$ cat src/periph_pkg.sv
// Peripheral block shared types, region map and AXI-Lite response codes
package periph_pkg;

	typedef logic [31:0] addr_t;
	typedef logic [31:0] data_t;
	typedef logic [3:0]  strb_t;
	typedef logic [1:0]  resp_t;

	localparam resp_t RESP_OKAY   = 2'd0;
	localparam resp_t RESP_SLVERR = 2'd2;
	localparam resp_t RESP_DECERR = 2'd3;

	// Config memory, 1 KiB window
	localparam addr_t CONFIG_BASE       = 32'h0200_0400;
	localparam int    CONFIG_ADDR_BITS  = 10;

	// Free-running system counter
	localparam addr_t COUNTER_BASE      = 32'h0200_0300;
	localparam int    COUNTER_ADDR_BITS = 8;

	// Gamepad button word
	localparam addr_t PAD_BASE          = 32'h0200_0200;
	localparam int    PAD_ADDR_BITS     = 2;

	// Bit 0 is shifted out first, 1 means pressed
	typedef logic [7:0] buttons_t;
	localparam int PAD_BITS = 8;

endpackage
$ cat src/gamepad_reader.sv
// Serial controller poll: latch, clock out the shift register, publish a button byte
`timescale 1ns/1ps

module gamepad_reader import periph_pkg::*; (
	input  logic     clk_50mhz,
	input  logic     resetn,
	input  logic     poll_tick,
	output logic     pad_clk,
	output logic     pad_latch,
	input  logic     pad_data,
	output buttons_t buttons
);

	// Step 0 latches, odd steps sample, even steps raise the clock
	localparam int LAST_STEP = 2 * PAD_BITS + 1;
	localparam int STEP_BITS = $clog2(LAST_STEP + 1);
	localparam logic [STEP_BITS-1:0] STEP_LAST = STEP_BITS'(LAST_STEP);

	logic [STEP_BITS-1:0] step;
	logic [STEP_BITS-1:0] step_next;
	buttons_t             shift_q;

	assign step_next = (step == STEP_LAST) ? '0 : step + 1'b1;

	always_ff @(posedge clk_50mhz) begin
		if (!resetn) begin
			// Next tick starts a fresh poll
			step      <= STEP_LAST;
			pad_latch <= 1'b0;
			pad_clk   <= 1'b0;
			shift_q   <= '0;
			buttons   <= '0;
		end else if (poll_tick) begin
			step      <= step_next;
			pad_latch <= step_next == '0;
			pad_clk   <= !step_next[0] && step_next != '0;

			// Low-active line, bit 0 arrives first
			if (step[0] && (step >> 1) < PAD_BITS) begin
				shift_q <= {~pad_data, shift_q[PAD_BITS-1:1]};
			end

			if (step == STEP_LAST) begin
				buttons <= shift_q;
			end
		end
	end

endmodule

$ cat config.mk
export PLATFORM = sky130hd
export DESIGN_NAME = gamepad_reader
export DESIGN_NICKNAME = d
export VERILOG_FILES = /design/src/periph_pkg.sv /design/src/gamepad_reader.sv
export SDC_FILE = /design/constraint.sdc
export NUM_CORES = 1
export LEC_CHECK = 0
export BUFFER_PORTS_ARGS = -buffer_cell sky130_fd_sc_hd__buf_2
export CAP_MARGIN = 20
export CORE_MARGIN = 2
export CORE_UTILIZATION = 58
export DETAILED_ROUTE_END_ITERATION = 10
export GPL_TIMING_DRIVEN = 0
export PLACE_DENSITY_LB_ADDON = 0.12
export SYNTH_ARGS = -nofsm -noshare
export SYNTH_HDL_FRONTEND = slang
export SYNTH_SLANG_ARGS = --single-unit
$ cat constraint.sdc
create_clock -name clk_50mhz -period 2.6 [get_ports clk_50mhz]
set_input_delay 0.52 -clock clk_50mhz [delete_from_list [all_inputs] [get_ports clk_50mhz]]
set_output_delay 0.52 -clock clk_50mhz [all_outputs]
set_load 0.02 [all_outputs]
==> metrics.md <==
| Metric | Value |
|---|---|
| Routed Antenna Nets | `0` |
| Slew HR | `0.773` |
| Die ar. | `2070 um2` |
| Post-CTS Setup Bufs | `0` |
| Max H-tree Level | `1` |
| Share of the synthesized area in the top cell type | `0.460` |
| CTS Hold Bufs | `0` |
| Hold path startpoint | `resetn` |
| CP delay by family, top | `simple AND/OR/NAND/NOR gates` |
| Setup TNS Final | `0 ns` |
| Drt wl/cell | `11.9 um` |
| Mapped Avg Cell Area | `9.44 um2` |
| Drc violations | `0` |
| Die Span Y | `45.5 um` |
| Total core area | `1670 um2` |
| Slowest-stage cell, CP | `dfxtp_1` |
| Largest net degree at the start of global routing | `14` |
| DR vias | `737` |
| Clock Tree Buf Depth | `2` |
| Fin. Hold Viols | `0` |
| Hold path cells | `2` |
| Fin crit share | `0.587` |
| CTS tree | `done` |
| Antenna cells | `0` |
| Cells along the critical path | `ha_1 -> and4bb_4 -> nand2_1 -> nand2_1 -> a21boi_0` |
| Layout Nets | `129` |
| Min Tclk post-route | `1.53 ns` |
| Starting DRT DRC Count | `9` |
| Final worst slack | `1.07 ns` |
| GPL Wtd Cong | `0.744` |
| Synth top cells by count | `dfxtp_1, nand2_1, nand3_1, nor2b_1` |
| Antenna violations before repair | `0` |
| Ys Warns | `0` |
| Router iterations before antenna repair | `4` |
| Post-synth top area cell | `dfxtp_1` |
| Worst-path clk slew | `0.13 ns` |
| Initial core utilization | `0.599` |
| Synthesized area | `1000 um2` |
| Register bit total from synthesis | `23` |
| Synth Instances | `106` |
| Least-Margin Pin Slew | `0.340 ns` |
| Synth cell types | `27` |
| # IOs | `14` |
| Worst VDD drop | `375 uV` |
| Hpwl dp | `1170 um` |
| Port bufs | `12` |
| Hold endpoint | `buttons[0]` |
| Max-Cap Viols | `0` |
| Crit Reg-Reg Endpoint | `buttons[4]` |
| Clock sink total | `23` |
| Pre-CTS setup slack | `1.07 ns` |
| Synth area leaders | `dfxtp_1, mux2i_1, a21boi_0, nand2_1, nor2b_1` |
| Worst R2R Start | `step[0]` |
| Fraction of layout cells with a size suffix above 1 | `0.189` |
| CP Capture Type | `flop` |
| Final Max Tran Viols | `0` |
| Die X | `45.5 um` |
| First-pass GRT wire length | `2900 um` |
| Number of synthesized flops with an enable pin | `0` |
| Syn Nets | `112` |
| Async SR Flop Fraction | `0` |
| Critical Path Max Stage Delay | `0.51 ns` |
| Ys flop type | `dfxtp_1` |
| Cell Rows | `15` |
| Critical Path AT | `1.74 ns` |
| Layout fillers | `157` |
| Synth-to-layout area growth | `10.9%` |
| CP Max Fanout | `8` |
| LEAKAGE | `0.000482 uW` |
| Clock skew | `0.00152 ns` |
| Post-CTS sizing | `0` |
| Status | `finished, final reports clean` |
| Reg2Reg Depth | `5` |
| DRT Wirelength | `1660 um` |
| Sequential-to-total area share from yosys stat | `0.460` |
| CP bufs+invs | `0` |
| Critical Path Most Common Cell | `nand2_1` |
| GRT overflow | `0` |
| Via density | `5.30` |
| All-Layer GR Usage | `0.199` |
| Maximum clock rate | `0.655 GHz` |
| Root Driver | `clkbuf_4` |
| R2R setup slack | `1.07 ns` |
| Cell with the most instances after synthesis | `dfxtp_1` |
| Critical Path Stages | `5` |
| RSZ-0062 raised after global routing | `no` |
| Vias in the first global route | `667` |
| Cell Pwr Density | `566 nW/um2` |
| Worst Setup Path Type | `reg2reg` |
| Req. time, crit path | `2.81 ns` |
| Setup violators final | `0` |
| Startpoint Class | `flop` |
| Clk Latency, worst-skew pair | `0.31 ns` |
| Worst Hold Class | `in2reg` |
| CTS buffer count | `3` |
[per-stage QoR]
stage | utilization | power [uW] | instance area [um2] | cells | hold slack (ns)
floorplan | - | 447 | 1000 | 106 | 0.452
global placement | 0.648 | 466 | 1080 | 135 | 0.444
detailed placement | 0.648 | 468 | 1080 | 135 | 0.453
CTS | 0.664 | 634 | 1110 | 139 | 0.461
global route | 0.664 | 662 | 1110 | 139 | 0.460
finish | 0.664 | 629 | 1110 | 139 | 0.464
[placed cells by master, fill, tap and decap left out, types with 2 or more instances in the layout]
cell	instances
buf_2	15
xnor2_1	2
nor3_1	2
ha_1	2
mux2i_1	8
nand2_1	15
and2_1	2
clkbuf_1	3
dfxtp_1	23
nand3_1	9
nor2b_1	9
a21boi_0	8
clkbuf_4	3
inv_1	3
a21oi_1	3
o21ai_0	2
[worst register-to-register path, delay by kind of cell, from the launching register on]
family	cells	cell delay [ns]
simple gates	3	0.59
flops	1	0.51
compound gates	1	0.09
fa+ha+maj	1	0.23
[kinds of logic (layout without fill, tap and decap cells)]
family	after synthesis	in the layout	share of synthesized area
simple gates	41	41	0.216
buf+inv	10	26	0.0487
compound gates	19	19	0.144
xor+xnor	3	3	0.0263
fa+ha+maj	2	2	0.0250
flops	23	23	0.460
mux	8	8	0.0800
[how the worst max path moves through the flow]
stage          startpoint    endpoint  slack [ns]
2_1_floorplan     step[1]     pad_clk        1.22
3_3_place_gp    poll_tick     pad_clk        1.12
6_report          step[0]  buttons[4]        1.07
3_5_place_dp      step[0]  buttons[4]        1.07
5_1_grt           step[0]  buttons[4]        0.97
4_1_cts           step[0]  buttons[4]        1.05
[metal layers]
| layer | wire [um] | share of wire | track usage |
|---|---|---|---|
| met5 | 0 | 0 | 0 |
| met4 | 13 | 0.0078 | 0.0882 |
| met3 | 59 | 0.036 | 0.0476 |
| met2 | 762 | 0.46 | 0.313 |
| met1 | 824 | 0.50 | 0.257 |
[final cells by class]
class | count | area [um2] | share of cell area
multi-input combinational | 73 | 492 | 0.443
buffer | 7 | 37.5 | 0.0338
sequential | 23 | 460 | 0.415
tap | 17 | 21.3 | 0.0192
inverter | 3 | 11.3 | 0.0101
clock buffer | 3 | 22.5 | 0.0203
timing repair buffer | 12 | 60.1 | 0.0541
clock inverter | 1 | 5.00 | 0.00451
[flip-flops by register name (all words and copies together), names as in the netlist]
name and cells:
shift_q 8, pad_clk 1, pad_latch 1, step 5
buttons 8
[power breakdown]
group / internal (uW) / leakage, uW / switching (uW)
combinational: 38.9 / 0.000278 / 49.2
clock: 57.6 / 0.0000177 / 112
sequential: 362 / 0.000187 / 9.14
total: 458 / 0.000482 / 170
No activity file was read; power rests on OpenSTA's default activity.
