[src/periph_pkg.sv]
// Peripheral block shared types, region map and AXI-Lite response codes
package periph_pkg;

	typedef logic [31:0] addr_t;
	typedef logic [31:0] data_t;
	typedef logic [3:0]  strb_t;
	typedef logic [1:0]  resp_t;

	localparam resp_t RESP_OKAY   = 2'd0;
	localparam resp_t RESP_SLVERR = 2'd2;
	localparam resp_t RESP_DECERR = 2'd3;

	// Config memory, 1 KiB window
	localparam addr_t CONFIG_BASE       = 32'h0200_0400;
	localparam int    CONFIG_ADDR_BITS  = 10;

	// Free-running system counter
	localparam addr_t COUNTER_BASE      = 32'h0200_0300;
	localparam int    COUNTER_ADDR_BITS = 8;

	// Gamepad button word
	localparam addr_t PAD_BASE          = 32'h0200_0200;
	localparam int    PAD_ADDR_BITS     = 2;

	// Bit 0 is shifted out first, 1 means pressed
	typedef logic [7:0] buttons_t;
	localparam int PAD_BITS = 8;

endpackage
[src/periph_bus_control.sv]
// AXI-Lite slave control: handshakes, region decode, responses and read data selection
`timescale 1ns/1ps

module periph_bus_control import periph_pkg::*; #(
	parameter int CONFIG_DEPTH = 256
) (
	input  logic                            clk_50mhz,
	input  logic                            resetn,
	input  addr_t                           awaddr,
	input  logic                            awvalid,
	output logic                            awready,
	input  data_t                           wdata,
	input  strb_t                           wstrb,
	input  logic                            wvalid,
	output logic                            wready,
	output resp_t                           bresp,
	output logic                            bvalid,
	input  logic                            bready,
	input  addr_t                           araddr,
	input  logic                            arvalid,
	output logic                            arready,
	output data_t                           rdata,
	output resp_t                           rresp,
	output logic                            rvalid,
	input  logic                            rready,
	output logic                            cfg_we,
	output logic [$clog2(CONFIG_DEPTH)-1:0] cfg_index,
	output data_t                           cfg_wdata,
	output strb_t                           cfg_wstrb,
	input  data_t                           cfg_rdata,
	input  data_t                           cycle_count,
	input  buttons_t                        pad0_buttons,
	input  buttons_t                        pad1_buttons
);

	localparam int INDEX_BITS = $clog2(CONFIG_DEPTH);

	typedef enum logic [1:0] {
		REGION_NONE,
		REGION_CONFIG,
		REGION_COUNTER,
		REGION_PAD
	} region_t;

	function automatic region_t decode(input addr_t addr);
		region_t region;
		if ((addr >> CONFIG_ADDR_BITS) == (CONFIG_BASE >> CONFIG_ADDR_BITS)) begin
			region = REGION_CONFIG;
		end else if ((addr >> COUNTER_ADDR_BITS) == (COUNTER_BASE >> COUNTER_ADDR_BITS)) begin
			region = REGION_COUNTER;
		end else if ((addr >> PAD_ADDR_BITS) == (PAD_BASE >> PAD_ADDR_BITS)) begin
			region = REGION_PAD;
		end else begin
			region = REGION_NONE;
		end
		return region;
	endfunction

	region_t ar_region;
	region_t aw_region;
	region_t rd_region_q;
	logic    ar_hs;
	logic    wr_go;
	logic    rd_first_q;
	data_t   rd_data_q;

	assign ar_region = decode(araddr);
	assign aw_region = decode(awaddr);

	// One read in flight
	assign arready = !rvalid;
	assign ar_hs   = arvalid && arready;

	// A config write yields the RAM port to a config read in the same cycle
	assign wr_go = awvalid && wvalid && !bvalid &&
		!(ar_hs && ar_region == REGION_CONFIG && aw_region == REGION_CONFIG);
	assign awready = wr_go;
	assign wready  = wr_go;

	assign cfg_we    = wr_go && aw_region == REGION_CONFIG;
	assign cfg_index = cfg_we ? awaddr[2 +: INDEX_BITS] : araddr[2 +: INDEX_BITS];
	assign cfg_wdata = wdata;
	assign cfg_wstrb = wstrb;

	always_ff @(posedge clk_50mhz) begin
		if (!resetn) begin
			rvalid     <= 1'b0;
			rd_first_q <= 1'b0;
			bvalid     <= 1'b0;
		end else begin
			rd_first_q <= ar_hs;
			if (ar_hs) begin
				rvalid <= 1'b1;
			end else if (rvalid && rready) begin
				rvalid <= 1'b0;
			end
			if (wr_go) begin
				bvalid <= 1'b1;
			end else if (bvalid && bready) begin
				bvalid <= 1'b0;
			end
		end
	end

	// Counter and pads are sampled at the address handshake
	always_ff @(posedge clk_50mhz) begin
		if (ar_hs) begin
			rd_region_q <= ar_region;
			rresp       <= (ar_region == REGION_NONE) ? RESP_DECERR : RESP_OKAY;
			case (ar_region)
				REGION_COUNTER: rd_data_q <= cycle_count;
				REGION_PAD:     rd_data_q <= {16'h0000, pad1_buttons, pad0_buttons};
				default:        rd_data_q <= '0;
			endcase
		end else if (rd_first_q && rd_region_q == REGION_CONFIG) begin
			// Keep the RAM word for a stalled response
			rd_data_q <= cfg_rdata;
		end
	end

	assign rdata = (rd_first_q && rd_region_q == REGION_CONFIG) ? cfg_rdata : rd_data_q;

	always_ff @(posedge clk_50mhz) begin
		if (wr_go) begin
			case (aw_region)
				REGION_CONFIG:  bresp <= RESP_OKAY;
				REGION_COUNTER: bresp <= RESP_SLVERR;
				REGION_PAD:     bresp <= RESP_SLVERR;
				default:        bresp <= RESP_DECERR;
			endcase
		end
	end

endmodule

[config.mk]
export PLATFORM = sky130hd
export DESIGN_NAME = periph_bus_control
export DESIGN_NICKNAME = d
export VERILOG_FILES = /design/src/periph_pkg.sv /design/src/periph_bus_control.sv
export SDC_FILE = /design/constraint.sdc
export NUM_CORES = 1
export LEC_CHECK = 0
export BUFFER_PORTS_ARGS = -buffer_cell sky130_fd_sc_hd__buf_2
export CORE_AREA = 2 2 107 109
export CTS_CLUSTER_SIZE = 25
export DETAILED_ROUTE_END_ITERATION = 8
export DIE_AREA = 0 0 109 111
export PLACE_DENSITY = 0.55
export SYNTH_ARGS = -nofsm -noshare
export SYNTH_HDL_FRONTEND = slang
export SYNTH_SLANG_ARGS = --single-unit
[constraint.sdc]
create_clock -name clk_50mhz -period 2.1 [get_ports clk_50mhz]
set_clock_uncertainty 0.2 [all_clocks]
set_input_delay 0.105 -clock clk_50mhz [delete_from_list [all_inputs] [get_ports clk_50mhz]]
set_output_delay 0.105 -clock clk_50mhz [all_outputs]
set_load 0.02 [all_outputs]
==> results_dict.tcl <==
set metrics [dict create \
    status "finished, final reports clean" \
    io_buffer_count 196 \
    setup_viol 0 \
    synthFlopType "dfxtp_1" \
    required_ns 1.79 \
    area_growth_syn_to_layout_pct 83.8 \
    wirelength_um 9970 \
    yosysSeqAreaShare_pct 34.3 \
    reg2reg_depth 7 \
    whs_ns 0.00808 \
    synthAdderAreaFrac_pct 0 \
    drv_cap 0 \
    htree_num_levels 2 \
    syn_inst 262 \
    slew_viol_final 0 \
    viasPerCell 4.56 \
    netlist_top_cells_count "buf_4, dfxtp_1, mux2_2, nand2_1" \
    r2r_end "bvalid" \
    place_ws_ns -0.0571 \
    r2r_slack_ns 0.24 \
    drive_gt1_share_pct 52.1 \
    cts_tree "built" \
    synth-edff-count 5 \
    rr_startpoint "rvalid" \
    cts.path.max_buffers 2 \
    drtPass1Iterations 5 \
    syn-num-nets 449 \
    grt_max_degree 34 \
    finalCritPeriodShare_pct 99.6 \
    die-area_mm2 0.0121 \
    worstHoldEndpoint "rd_data_q[17]" \
    setup_ws_ns 0.00736 \
    max_clock_freq_ghz 0.478 \
    syn_avg_cell_area_um2 9.48 \
    arrival_ns 1.79 \
    grt_pass1_wl_um 15000 \
    synth.top_cells.by_area "dfxtp_1, mux2_2, buf_4" \
    gp_congestion 0.796 \
    synth_top_family_by_area "multiplexers" \
    wl_per_cell_um 15.2 \
    startpoint_type "flop" \
    synth_top_area_cell "dfxtp_1" \
    synth.distinct_cells 39 \
    fp.dieH_um 111 \
    vdd_drop_max_mv 0.419 \
    gr-total-overflow 0 \
    holdCritPathClass "input port to flop" \
    ant_nets 0 \
    root_buffer "clkbuf_16" \
    drt_iter0_markers 152 \
    hold_start "cfg_rdata[17]" \
    worstHoldPathCells 3 \
    power_density_mw_per_mm2 493 \
    cp_max_fo 8 \
    core_region_area_mm2 0.0111 \
    synth-xor-area-share_pct 0 \
    slew_headroom_pct 70.8 \
    synth.most_common_cell "buf_4" \
    rows 39 \
    initial_core_util_pct 22.4 \
    dp_hpwl_um 6880 \
    path_clk_slew_ns 0.06 \
    yosysWarningCount 0 \
    grt_pass1_vias 3258 \
    crit_slowest_cell "dfxtp_1" \
    async_reset_ff_share_pct 0 \
    rsz0062_at_grt "yes" \
    clock_latency_ns 0.28 \
    hold_viol_final 0 \
    grt_use_total_pct 15.9 \
    ys_seq_elements 40 \
    num_io_pins 273 \
    synth-compound-area-share_pct 17.8 \
    critPathKind "flop to primary output" \
    netlist.area_leader.share_pct 28.2 \
    end_kind "primary output" \
    synth_area_mm2 0.00248 \
    synthSimpleGateAreaFrac_pct 15.6 \
    antenna_found_initial 0 \
    synthMuxAreaShare_pct 18.1 \
    cts_sinks 40 \
    cp_cell_sequence "nand3b_1 > nor2_2 > o2111ai_4 > buf_12 > mux2_4 > buf_6" \
    tightest_slew_ns 0.432 \
    final_net_count 700 \
    vias 2994 \
    antenna_cells 0 \
    cts_made_buffers 5 \
    route.detailed.drc 0 \
    fin_crit_ns 2.09 \
    leakagePower_uw 0.00214 \
    die_w_um 109 \
    crit_path_max_incr_delay_ns 0.32 \
]
## layout make-up
class / count / area [um^2]
well taps: 143 / 179
clock inverters: 3 / 46.3
fillers: 1083 / 6510
multi-input cells: 167 / 1340
inverters: 4 / 15.0
flip-flops and latches: 40 / 852
repair buffers: 295 / 2010
clock buffers: 5 / 125
## flip-flops by register name, summed over array words and instances, names as in the netlist
name and flops:
rresp 1, rvalid 1, rd_first_q 1, rd_region_q 2, bvalid 1, bresp 2, rd_data_q 32
## power by group
part | switching, uW | total [uW] | internal, uW | leakage, uW
Clock | 324 | 888 | 565 | 0.0000804
Sequential | 8.39 | 813 | 805 | 0.000329
Combinational | 238 | 548 | 309 | 0.00173
## metrics by stage
step	instance area (um^2)	setup TNS [ns]	instances	total power [uW]	util, %
after detailed placement	3430	-0.285	563	1230	30.9
after global placement	3430	-0.0672	563	1230	30.9
after CTS	4550	0	656	2260	41.1
after floorplan	2490	0	262	1110	-
after global routing	4570	-0.485	657	2350	41.2
final	4570	0	657	2250	41.2
## cells by family (layout without fill, tap and decap cells)
logic type	after synthesis	count (layout)
compound gates	60	60
buf+inv	55	307
flops	40	40
mux	40	40
simple gates	67	67
## repair_timing
action                                  4_1_cts  5_1_grt
endpoints found under the setup margin        9       11
setup buffers                                 2        1
gates resized for setup                      31        1
pin swaps                                     1        2
endpoints found under the hold margin        35        0
hold buffers                                 83        0
## layer usage
layer | share of wire [%] | routed length [um] | track usage [%] | vias to the layer above
li1 | - | - | - | 1438
met1 | 35 | 3450 | 14.7 | 1365
met2 | 55 | 5510 | 32.0 | 155
met3 | 6.5 | 650 | 2.82 | 36
met4 | 3.5 | 350 | 7.52 | 0
met5 | 0 | 0 | 0 | -
## placed cells by master, fill, tap and decap left out, types with 8 or more instances in the layout
cell type      instances
a22o_1                16
a22oi_1               16
buf_2                187
buf_4                 15
buf_6                  8
dfxtp_1               34
dlygate4sd3_1         83
mux2_2                26
mux2_4                 8
nand2_1               23
o21ai_1               16
## how the worst max path moves through the flow
stage | slack, ns | end | from
2_1_floorplan | 0.006 | cfg_index[2] | rvalid
3_3_place_gp | -0.02 | cfg_index[4] | awaddr[20]
3_5_place_dp | -0.06 | cfg_index[4] | awaddr[20]
4_1_cts | 0.002 | cfg_index[5] | bvalid
5_1_grt | -0.06 | cfg_index[1] | rvalid
6_report | 0.007 | cfg_index[1] | bvalid
## critical path, delay by kind of cell (launching register included)
kind	cells	cell delay [ns]
buf+inv	2	0.31
flops	1	0.32
simple gates	2	0.42
compound gates	1	0.15
mux	1	0.30
(Power assumes the default switching activity.)
