===== config.mk =====
export PLATFORM = sky130hd
export DESIGN_NAME = timebase
export DESIGN_NICKNAME = d
export VERILOG_FILES = /design/src/periph_pkg.sv /design/src/timebase.sv
export SDC_FILE = /design/constraint.sdc
export NUM_CORES = 1
export LEC_CHECK = 0
export BUFFER_PORTS_ARGS = -buffer_cell sky130_fd_sc_hd__buf_4
export CAP_MARGIN = 20
export CORE_MARGIN = 4
export CORE_UTILIZATION = 45
export CTS_CLUSTER_SIZE = 10
export DETAILED_ROUTE_END_ITERATION = 16
export PLACE_DENSITY = 0.7
export SLEW_MARGIN = 15
export SYNTH_ARGS = -nofsm -noshare
export SYNTH_HDL_FRONTEND = slang
export SYNTH_SLANG_ARGS = --single-unit

===== constraint.sdc =====
create_clock -name clk_50mhz -period 2.03 [get_ports clk_50mhz]
set_input_delay 0.3045 -clock clk_50mhz [delete_from_list [all_inputs] [get_ports clk_50mhz]]
set_output_delay 0.3045 -clock clk_50mhz [all_outputs]
set_load 0.02 [all_outputs]

===== src/periph_pkg.sv =====
// Peripheral block shared types, region map and AXI-Lite response codes
package periph_pkg;

	typedef logic [31:0] addr_t;
	typedef logic [31:0] data_t;
	typedef logic [3:0]  strb_t;
	typedef logic [1:0]  resp_t;

	localparam resp_t RESP_OKAY   = 2'd0;
	localparam resp_t RESP_SLVERR = 2'd2;
	localparam resp_t RESP_DECERR = 2'd3;

	// Config memory, 1 KiB window
	localparam addr_t CONFIG_BASE       = 32'h0200_0400;
	localparam int    CONFIG_ADDR_BITS  = 10;

	// Free-running system counter
	localparam addr_t COUNTER_BASE      = 32'h0200_0300;
	localparam int    COUNTER_ADDR_BITS = 8;

	// Gamepad button word
	localparam addr_t PAD_BASE          = 32'h0200_0200;
	localparam int    PAD_ADDR_BITS     = 2;

	// Bit 0 is shifted out first, 1 means pressed
	typedef logic [7:0] buttons_t;
	localparam int PAD_BITS = 8;

endpackage

===== src/timebase.sv =====
// System cycle counter and gamepad poll step divider
`timescale 1ns/1ps

module timebase import periph_pkg::*; #(
	parameter int PAD_TICK_DIV = 512
) (
	input  logic  clk_50mhz,
	input  logic  resetn,
	output data_t cycle_count,
	output logic  poll_tick
);

	localparam int DIV_BITS = $clog2(PAD_TICK_DIV);
	localparam logic [DIV_BITS-1:0] DIV_LAST = DIV_BITS'(PAD_TICK_DIV - 1);

	logic [DIV_BITS-1:0] div_count;

	always_ff @(posedge clk_50mhz) begin
		if (!resetn) begin
			cycle_count <= '0;
			div_count   <= '0;
		end else begin
			cycle_count <= cycle_count + 1'b1;
			div_count   <= poll_tick ? '0 : div_count + 1'b1;
		end
	end

	// One cycle per PAD_TICK_DIV
	assign poll_tick = div_count == DIV_LAST;

endmodule


==> results of run 1 <==
-- flip-flops by register name, indices dropped and copies added, names as in the netlist --
register / count
div_count: 9
cycle_count: 32
-- final cells by class --
type / instances / area [um2] / area share, %
clock buffers: 7 / 96.3 / 4.16
multi-input cells: 146 / 918 / 39.7
well taps: 48 / 60.1 / 2.59
flip-flops and latches: 41 / 827 / 35.7
clock inverters: 1 / 5.00 / 0.216
repair buffers: 50 / 375 / 16.2
inverters: 9 / 33.8 / 1.46
-- how the worst max path moves through the flow --
stage                                from               to  slack [ns]
after floorplan            cycle_count[6]  cycle_count[25]       0.002
after global placement    cycle_count[14]  cycle_count[29]        0.10
after detailed placement   cycle_count[0]  cycle_count[28]        0.06
after CTS                  cycle_count[0]  cycle_count[28]        0.04
after global routing       cycle_count[5]  cycle_count[19]      -0.003
final                      cycle_count[5]  cycle_count[25]        0.11
-- through the flow --
stage                     utilization (%)  setup WS, ns  setup TNS [ns]  total power [W]  hold slack, ns
after floorplan                         -       0.00242               0         0.000876           0.422
after global placement               57.9         0.102               0         0.000899           0.428
after detailed placement             57.9        0.0565               0         0.000899           0.434
after CTS                            60.6        0.0382               0          0.00148           0.249
after global routing                 61.0      -0.00340        -0.00530          0.00151           0.260
final                                61.0         0.114               0          0.00146           0.252
-- report_power, final --
group	total [W]	leakage [nW]	switching [W]	internal, W
registers	0.000826	0.333	0.0000107	0.000815
clock network	0.000577	0.0542	0.000269	0.000307
logic	0.0000543	0.485	0.0000329	0.0000214
-- logic make-up after synthesis --
logic type / after synthesis / synth area share, %
flip-flops: 41 / 44.9
buffers and inverters: 21 / 5.20
AO/OA/AOI/OAI: 38 / 12.5
AND/OR/NAND/NOR: 88 / 27.2
adder cells (fa/ha/maj): 3 / 2.05
XOR/XNOR: 17 / 8.14
-- per-layer routing --
metal | routed length [um] | up-vias
met1 | 1760 | 730
met5 | 0 | -
met3 | 251 | 7
met2 | 1650 | 39
li1 | - | 840
met4 | 59 | 0
-- what timing repair did --
action / CTS / global route
resized for setup: 0 / 2
setup buffers: 0 / 1
setup endpoints to repair: 0 / 11
-- worst max-delay path: stages (launching register included) --
cell,delay [ns]
dfxtp_2,0.39
nand4_2,0.15
or4_4,0.63
or4_1,0.53
a21oi_1,0.15
-- layout by cell type (no fill, tap or decap), drive strengths merged, types with 4 or more instances in the layout --
master  Yosys  final
nor2       21     21
clkbuf      8      7
nand3      12     12
or4        15     15
xor2        9      9
buf         4     50
xnor2       8      8
nand2      10     10
inv         9      9
a21oi      18     18
or3         6      6
o31ai      13     13
dfxtp      41     41
nand4       8      8
and4        4      4
o21ai       5      5
==> results.md, run 1 <==
* # setup viols final at 0
* Skew-Pair Late Insertion Delay at around 0.29 ns
* Crit Reg-Reg Startpoint: cycle_count[5]
* Core Rows at 22
* Critical path endpoint category: register
* Hold Vio Cnt, Final at 0
* Reg-to-reg setup timing slack at 0.11 ns
* Status: finished, final reports clean
* Layout Nets at about 260
* GR Util met1 at roughly a fifth
* Register area share after synthesis at around 45%
* P_leak at roughly 0.87 nW
* Slew HR at ~73%
* Most common library cells after synthesis: dfxtp_1 (41), nor2_1 (21), a21oi_1 (18)
* Syn Nets at between 200 and 250
* DRT iter0 DRCs at 45
* Met3 usage at slightly above 5%
* Layout cells sized above 1 at between 20% and 30%
* Min-delay src: resetn
* Largest net degree at the start of global routing at 23
* Total Wirelength at about 3700 um
* Hold Path End: cycle_count[31]
* Top cells by area, synth: dfxtp_1 (45%), or4_1 (5.7%), o31ai_1 (5.3%), a21oi_1 (4.9%), nor2_1 (4.3%)
* Min-Delay Path Class: input port to register
* Peak Freq at 522 MHz
* Port bufs at 34
* CTS Root Cell: clkbuf_8
* Post-synthesis area per instance at approximately 8.8 um2
* Synthesized area at 0.00183 mm2
* Clock Tree Buf Depth at 2
* CTS Buf Count at 5
* Initial antenna violation count at 0
* Hold path depth at 2
* Cells after Synth at about 210
* Fill count at roughly 350
* GRT Overall Usage at between 10 and 15%
* Detailed Routing Iterations Pass 1 at 4
* M2 GR Usage at between 20% and 30%
* Worst EP arrival at approximately 2.1 ns
* Period utilisation layout at 94.4%
* Most frequent cell after synthesis: dfxtp_1
* Hold-fix buffers, CTS at 0
* Starting Density at slightly below 50%
* CTS tree: built
* Peak VDD IR at about 0.00057 V
* Slew Viols, Final at 0
* CP required at 2.25 ns
* Synth top area share at roughly 45%
* Die area at approximately 0.005 mm2
* Yosys Warn Count at 0
* RePlAce Congestion at around 0.74
* Diodes inserted at 0
* Antenna-violating nets left at 0
* Post-DP Area at approximately 0.0022 mm2
* Via density at approximately 5.4
* Post-route cell area at between 0.002 and 0.0025 mm2
* Post-synth EDFFs at 0
* Via count at approximately 1.6k
* Reg2reg path depth at 4
* Max cap viols at 0
* Ys flop type: dfxtp_1
* CTS sink cnt at 41
* Number of global-route vias before repair at between 1k and 1.5k
* Die width at around 72 um
* #FFs+latches synth at 41
* First-pass GRT wire length at roughly 6200 um
* H-tree Lvls at 2
* DRC at 0
* Worst setup SP type: register
* Power per cell area at between 600 and 700 mW/mm2
* Clk slew on worst S/H paths at 0.08 ns
* Placed Cells at between 200 and 300
* Most Used Layer, Global Route: met2
* Total grt overflow at 0
* Area delta synth->final at 26.6%
* Final min period at roughly 1.9 ns
* Post-DP HPWL at ~2700 um
* Unique masters post-synth at 30
* Total core area at 0.00380 mm2
* Post-Route Skew at about 0.0047 ns
* I/O pin total at 35
* Setup CP Type: register to register
* Synth area leader: dfxtp_1
* Asr flop ratio synth at 0%
* Crit Path Max Fanout at 21
* Layout Cells excl Fill at roughly 300
* Slew @ Worst Pin at 0.402 ns
* Wire per inst at 12.3 um
* Die Y-Extent at between 70 and 80 um
* Reg2Reg Capture Point: cycle_count[25]
No activity file was read; power rests on OpenSTA's default activity.
==> inputs of run 2 (changes only) <==
BUFFER_PORTS_ARGS = -buffer_cell sky130_fd_sc_hd__buf_2   (was -buffer_cell sky130_fd_sc_hd__buf_4)
==> results.md, run 2 (synthesis gave the netlist of run 1 again) <==
* Slew HR at 66.5% (was 73.1%)
* Min-Delay Path Class: input port to register (unchanged)
* Total Wirelength at 3800 um (was 3720 um)
* Initial antenna violation count at 0 (unchanged)
* Reg2reg path depth at 4 (unchanged)
* Slew @ Worst Pin at 0.501 ns (was 0.402 ns)
* CP required at 2.25 ns (about the same)
* Antenna-violating nets left at 0 (unchanged)
* Final min period at 1.93 ns (was 1.92 ns)
* Setup CP Type: register to register (unchanged)
* Period utilisation layout at 95.0% (was 94.4%)
* Slew Viols, Final at 0 (unchanged)
* Number of global-route vias before repair at 1482 (was 1439)
* Crit Path Max Fanout at 21 (unchanged)
* CTS Buf Count at 5 (unchanged)
* Clk slew on worst S/H paths at 0.07 ns (was 0.08 ns)
* I/O pin total at 35 (unchanged)
* Hold-fix buffers, CTS at 0 (unchanged)
* Via count at 1608 (was 1616)
* RePlAce Congestion at 0.739 (was 0.740)
* Post-Route Skew at 0.00643 ns (was 0.00469 ns)
* Worst setup SP type: register (unchanged)
* RSZ-0062 raised after global routing: false
* Hold Vio Cnt, Final at 0 (unchanged)
* Total core area at 0.00380 mm2 (unchanged)
* GRT Overall Usage at 15.1% (was 14.9%)
* Reg-to-reg setup timing slack at 0.10 ns (was 0.11 ns)
* First-pass GRT wire length at 6330 um (was 6240 um)
* Peak VDD IR at 0.000438 V (was 0.000570 V)
* CP Launch Point: cycle_count[7] (was cycle_count[5])
* H-tree Lvls at 2 (unchanged)
* Wire per inst at 12.6 um (was 12.3 um)
* Top reg by flops: cycle_count (unchanged)
* Largest register FFs at 32 (unchanged)
* Die width at 71.8 um (unchanged)
* # setup viols final at 0 (unchanged)
* DRC at 0 (unchanged)
* Skew-Pair Late Insertion Delay at 0.29 ns (about the same)
* Status: finished, final reports clean (unchanged)
* Commonest non-fill, non-tap cell in the layout: dfxtp_1 (was buf_4)
* DRT iter0 DRCs at 84 (was 45)
* Post-DP HPWL at 2650 um (was 2660 um)
* Power per cell area at 626 mW/mm2 (was 629 mW/mm2)
* CTS Root Cell: clkbuf_8 (unchanged)
* Core Rows at 22 (unchanged)
* Layout Cells excl Fill at 301 (was 302)
* Placed Cells at 292 (was 293)
* P_leak at 0.859 nW (was 0.873 nW)
* Peak Freq at 519 MHz (was 522 MHz)
* Starting Density at 48.2% (unchanged)
* Total power at 0.00139 W (was 0.00146 W)
* Critical path endpoint category: register (unchanged)
* Total grt overflow at 0 (unchanged)
* Worst EP arrival at 2.14 ns (was 2.13 ns)
* Reg2Reg Capture Point: cycle_count[29] (was cycle_count[25])
* CTS sink cnt at 41 (unchanged)
* Via density at 5.34 (was 5.35)
* Crit Reg-Reg Startpoint: cycle_count[7] (was cycle_count[5])
* Detailed Routing Iterations Pass 1 at 5 (was 4)
* Worst Hold Margin at 0.278 ns (was 0.252 ns)
* Final core occ at 58.3% (was 61.0%)
* Area delta synth->final at 21.1% (was 26.6%)
* Diodes inserted at 0 (unchanged)
* Largest net degree at the start of global routing at 23 (unchanged)
* Commonest non-fill, non-tap cells in the layout: dfxtp_1 (36), buf_2 (34), nor2_1 (21) (was buf_4 (50), dfxtp_1 (36), nor2_1 (21))
* CTS tree: built (unchanged)
* Layout Nets at 257 (was 258)
* Port bufs at 34 (unchanged)
* Die Y-Extent at 71.8 um (unchanged)
* Die area at 0.00515 mm2 (unchanged)
* Biggest regs: cycle_count x32, div_count x9 (unchanged)
* Max cap viols at 0 (unchanged)
* Layout cells sized above 1 at 25.3% (was 26.8%)
* Clock Tree Buf Depth at 2 (unchanged)
* Crit path to: cycle_count[29] (was cycle_count[25])
* Final setup TNS at 0 ns (unchanged)
## run 2: repair_timing
| item | 4_1_cts | 5_1_grt |
|---|---|---|
| endpoints found under the hold margin | 0 | 0 |
| setup endpoints to repair | 0 | 11 |
| buffers inserted | 0 | 1 |
| gates resized for setup | 0 | 2 |
## run 2: how the worst min path moves through the flow
stage	from	slack, ns	cells after the start	end
2_1_floorplan	resetn	0.42	1	cycle_count[31]
3_3_place_gp	cycle_count[0]	0.43	1	cycle_count[0]
3_5_place_dp	cycle_count[0]	0.43	1	cycle_count[0]
4_1_cts	resetn	0.27	2	cycle_count[31]
5_1_grt	resetn	0.28	2	cycle_count[31]
6_report	resetn	0.28	2	cycle_count[1]
## run 2: cell type report
type | instances | area, um2
Multi-Input combinational cell | 146 | 918
Timing Repair Buffer | 49 | 295
Fill cell | 349 | 1580
Inverter | 9 | 33.8
Clock buffer | 8 | 80.1
Sequential cell | 41 | 827
Tap cell | 48 | 60.1
## run 2: power breakdown
group | switching, W | internal, W
sequential | 0.0000110 | 0.000815
combinational | 0.0000331 | 0.0000215
clock | 0.000261 | 0.000244
## run 2: worst max-delay path, stage by stage (launching register included)
cell and delay [ns]:
dfxtp_1 0.40, nand4_2 0.14, or4_4 0.63, or4_1 0.53, a21oi_1 0.15
## run 2: per-layer routing
metal | share of wire (%) | global-route usage [%] | up-vias
li1 | - | - | 842
met1 | 50 | 19.1 | 722
met2 | 44 | 23.6 | 37
met3 | 4.9 | 4.49 | 7
met4 | 1.7 | 7.10 | 0
met5 | 0 | 0 | -
## run 2: through the flow
step	cell area (um2)	setup slack (ns)
3_5_place_dp	2120	0.0442
6_report	2210	0.102
5_1_grt	2210	0.00131
2_1_floorplan	1830	0.00242
4_1_cts	2200	0.0366
3_3_place_gp	2120	0.110
==> inputs of run 3 (changes only) <==
PLACE_DENSITY = 0.67   (was 0.7)
RECOVER_POWER = 25   (was unset)
clock period = 2.5 ns   (was 2.03 ns; I/O delays follow)
==> results.md, run 3 (synthesis gave the netlist of run 1 again) <==
* Clock power frac at 37.9% (was 36.5%)
* Max cap viols at 0 (unchanged)
* Slowest cell on crit path: or4_1 (was or4_4)
* Combinational power share at 3.2% (was 3.9%)
* Hold path depth at 2 (unchanged)
* Total grt overflow at 0 (unchanged)
* Skew-Pair Late Insertion Delay at 0.28 ns (was 0.29 ns)
* Number of global-route vias before repair at 1460 (was 1482)
* Worst setup margin at 0.315 ns (was 0.102 ns)
* Final setup TNS at 0 ns (unchanged)
* Hold-fix buffers, CTS at 0 (unchanged)
* Detailed Routing Iterations Pass 1 at 4 (was 5)
* Post-Route Skew at 0.00442 ns (was 0.00643 ns)
* Total core area at 0.00380 mm2 (unchanged)
* Via count at 1561 (was 1608)
* Post-DP Area at 0.00201 mm2 (was 0.00212 mm2)
* Clk slew on worst S/H paths at 0.07 ns (about the same)
* Pre-CTS setup slack at 0.358 ns (was 0.0442 ns)
* Top reg by flops: cycle_count (unchanged)
* Antenna-violating nets left at 0 (unchanged)
* CTS sink cnt at 41 (unchanged)
* Sequential share of power at 59.0% (was 59.6%)
* # setup viols final at 0 (unchanged)
* Post-CTS Setup Bufs at 0 (unchanged)
* Biggest regs: cycle_count x32, div_count x9 (unchanged)
* DRT iter0 DRCs at 59 (was 84)
* Most numerous cell on the critical path: or4_1
* RePlAce Congestion at 0.754 (was 0.739)
* Period utilisation layout at 87.4% (was 95.0%)
* Via density at 5.46 (was 5.34)
* CTS tree: built (unchanged)
* H-tree Lvls at 2 (unchanged)
* First-pass GRT wire length at 6330 um (about the same)
* Crit Path Max Fanout at 22 (was 21)
* Power per cell area at 549 mW/mm2 (was 626 mW/mm2)
* Starting Density at 48.2% (unchanged)
* P_leak at 0.735 nW (was 0.859 nW)
* Slew Viols, Final at 0 (unchanged)
* P_int at 0.000892 W (was 0.00108 W)
* Die Y-Extent at 71.8 um (unchanged)
* Largest register FFs at 32 (unchanged)
* Min-Delay Path Class: input port to register (unchanged)
* Slew HR at 59.2% (was 66.5%)
* Commonest non-fill, non-tap cells in the layout: dfxtp_1 (41), buf_2 (22), nor2_1 (21) (was dfxtp_1 (36), buf_2 (34), nor2_1 (21))
* Core Rows at 22 (unchanged)
* Family with the most delay on the worst path: simple AND/OR/NAND/NOR gates (unchanged)
* Die width at 71.8 um (unchanged)
* Hold Vio Cnt, Final at 0 (unchanged)
* Crit path buffers/inverters at 0 (unchanged)
* DRC at 0 (unchanged)
* Sw Share at 21.6% (was 22.0%)
* Status: finished, final reports clean (unchanged)
* Wire per inst at 12.7 um (was 12.6 um)
* CTS Buf Count at 5 (unchanged)
* GRT Overall Usage at 15.0% (was 15.1%)
* Post_cts resized at 0 (unchanged)
* Fill count at 371 (was 349)
* Port bufs at 34 (unchanged)
* Peak VDD IR at 0.000316 V (was 0.000438 V)
* Commonest non-fill, non-tap cell in the layout: dfxtp_1 (unchanged)
* Largest net degree at the start of global routing at 23 (unchanged)
* Diodes inserted at 0 (unchanged)
* Slew @ Worst Pin at 0.612 ns (was 0.501 ns)
* Area delta synth->final at 13.3% (was 21.1%)
* Peak Freq at 458 MHz (was 519 MHz)
* I/O pin total at 35 (unchanged)
* Stages on worst setup path at 4 (unchanged)
* Worst EP arrival at 2.41 ns (was 2.14 ns)
* Reg2reg path depth at 4 (unchanged)
* CP max stage delay at 0.81 ns (was 0.63 ns)
* Final min period at 2.19 ns (was 1.93 ns)
* Sw Pwr at 0.000245 W (was 0.000306 W)
* Critical path endpoint category: register (unchanged)
* Total Wirelength at 3630 um (was 3800 um)
* Crit-path cells: nand4_1 -> or4_1 -> or4_1 -> a21oi_1 (was nand4_2 -> or4_4 -> or4_1 -> a21oi_1)
* Post-DP HPWL at 2440 um (was 2650 um)
* Worst Hold Margin at 0.382 ns (was 0.278 ns)
* CP required at 2.72 ns (was 2.25 ns)
* RSZ-0062 raised after global routing: false (unchanged)
* CTS Root Cell: clkbuf_8 (unchanged)
* Layout cells sized above 1 at 13.4% (was 25.3%)
* Worst setup SP type: register (unchanged)
* Post-route cell area at 0.00207 mm2 (was 0.00221 mm2)
* Clock Tree Buf Depth at 2 (unchanged)
* Die area at 0.00515 mm2 (unchanged)
* Layout Nets at 243 (was 257)
* Initial antenna violation count at 0 (unchanged)
* Setup CP Type: register to register (unchanged)
==> run 3: changes by cell type in the layout (fill, tap and decap cells not counted), sizes merged <==
cell,change
buf,-26
clkbuf,+11
==> run 3: worst reg2reg max path, cell delays in order (launching register included) <==
cell     delay, ns
dfxtp_1       0.40
nand4_1       0.17
or4_1         0.81
or4_1         0.59
a21oi_1       0.15
==> run 3: layer usage <==
layer,GRT usage (%),vias up,routed length [um]
met5,0,-,0
met4,5.64,0,21
met3,3.79,2,150
met2,24.5,27,1630
met1,19.0,718,1830
li1,-,814,-
==> run 3: layout make-up <==
class / count / area [um2] / share of cell area [%]
timing repair buffer: 35 / 163 / 7.85
clock buffer: 7 / 86.3 / 4.17
sequential: 41 / 821 / 39.6
tap: 48 / 60.1 / 2.90
inverter: 9 / 33.8 / 1.63
multi-input combinational: 146 / 908 / 43.8
==> run 3: power by group through the flow <==
stage | logic [W] | clock network [W] | registers, W
finish | 0.0000359 | 0.000430 | 0.000671
global route | 0.0000417 | 0.000470 | 0.000673
CTS | 0.0000374 | 0.000449 | 0.000671
detailed placement | 0.0000372 | 0 | 0.000686
global placement | 0.0000367 | 0 | 0.000686
floorplan | 0.0000212 | 0 | 0.000689
==> run 3: worst paths after layout <==
kind                   start         endpoint  slack [ns]
max          cycle_count[12]  cycle_count[24]        0.31
min                   resetn  cycle_count[31]        0.38
max reg2reg  cycle_count[12]  cycle_count[24]        0.31
min reg2reg   cycle_count[0]   cycle_count[0]        0.48
==> run 3: through the flow <==
step | cells | utilization, % | total power (W)
after global placement | 279 | 52.8 | 0.000723
final | 286 | 54.5 | 0.00114
after global routing | 286 | 54.5 | 0.00118
after CTS | 286 | 55.1 | 0.00116
after floorplan | 208 | - | 0.000711
after detailed placement | 279 | 52.8 | 0.000723
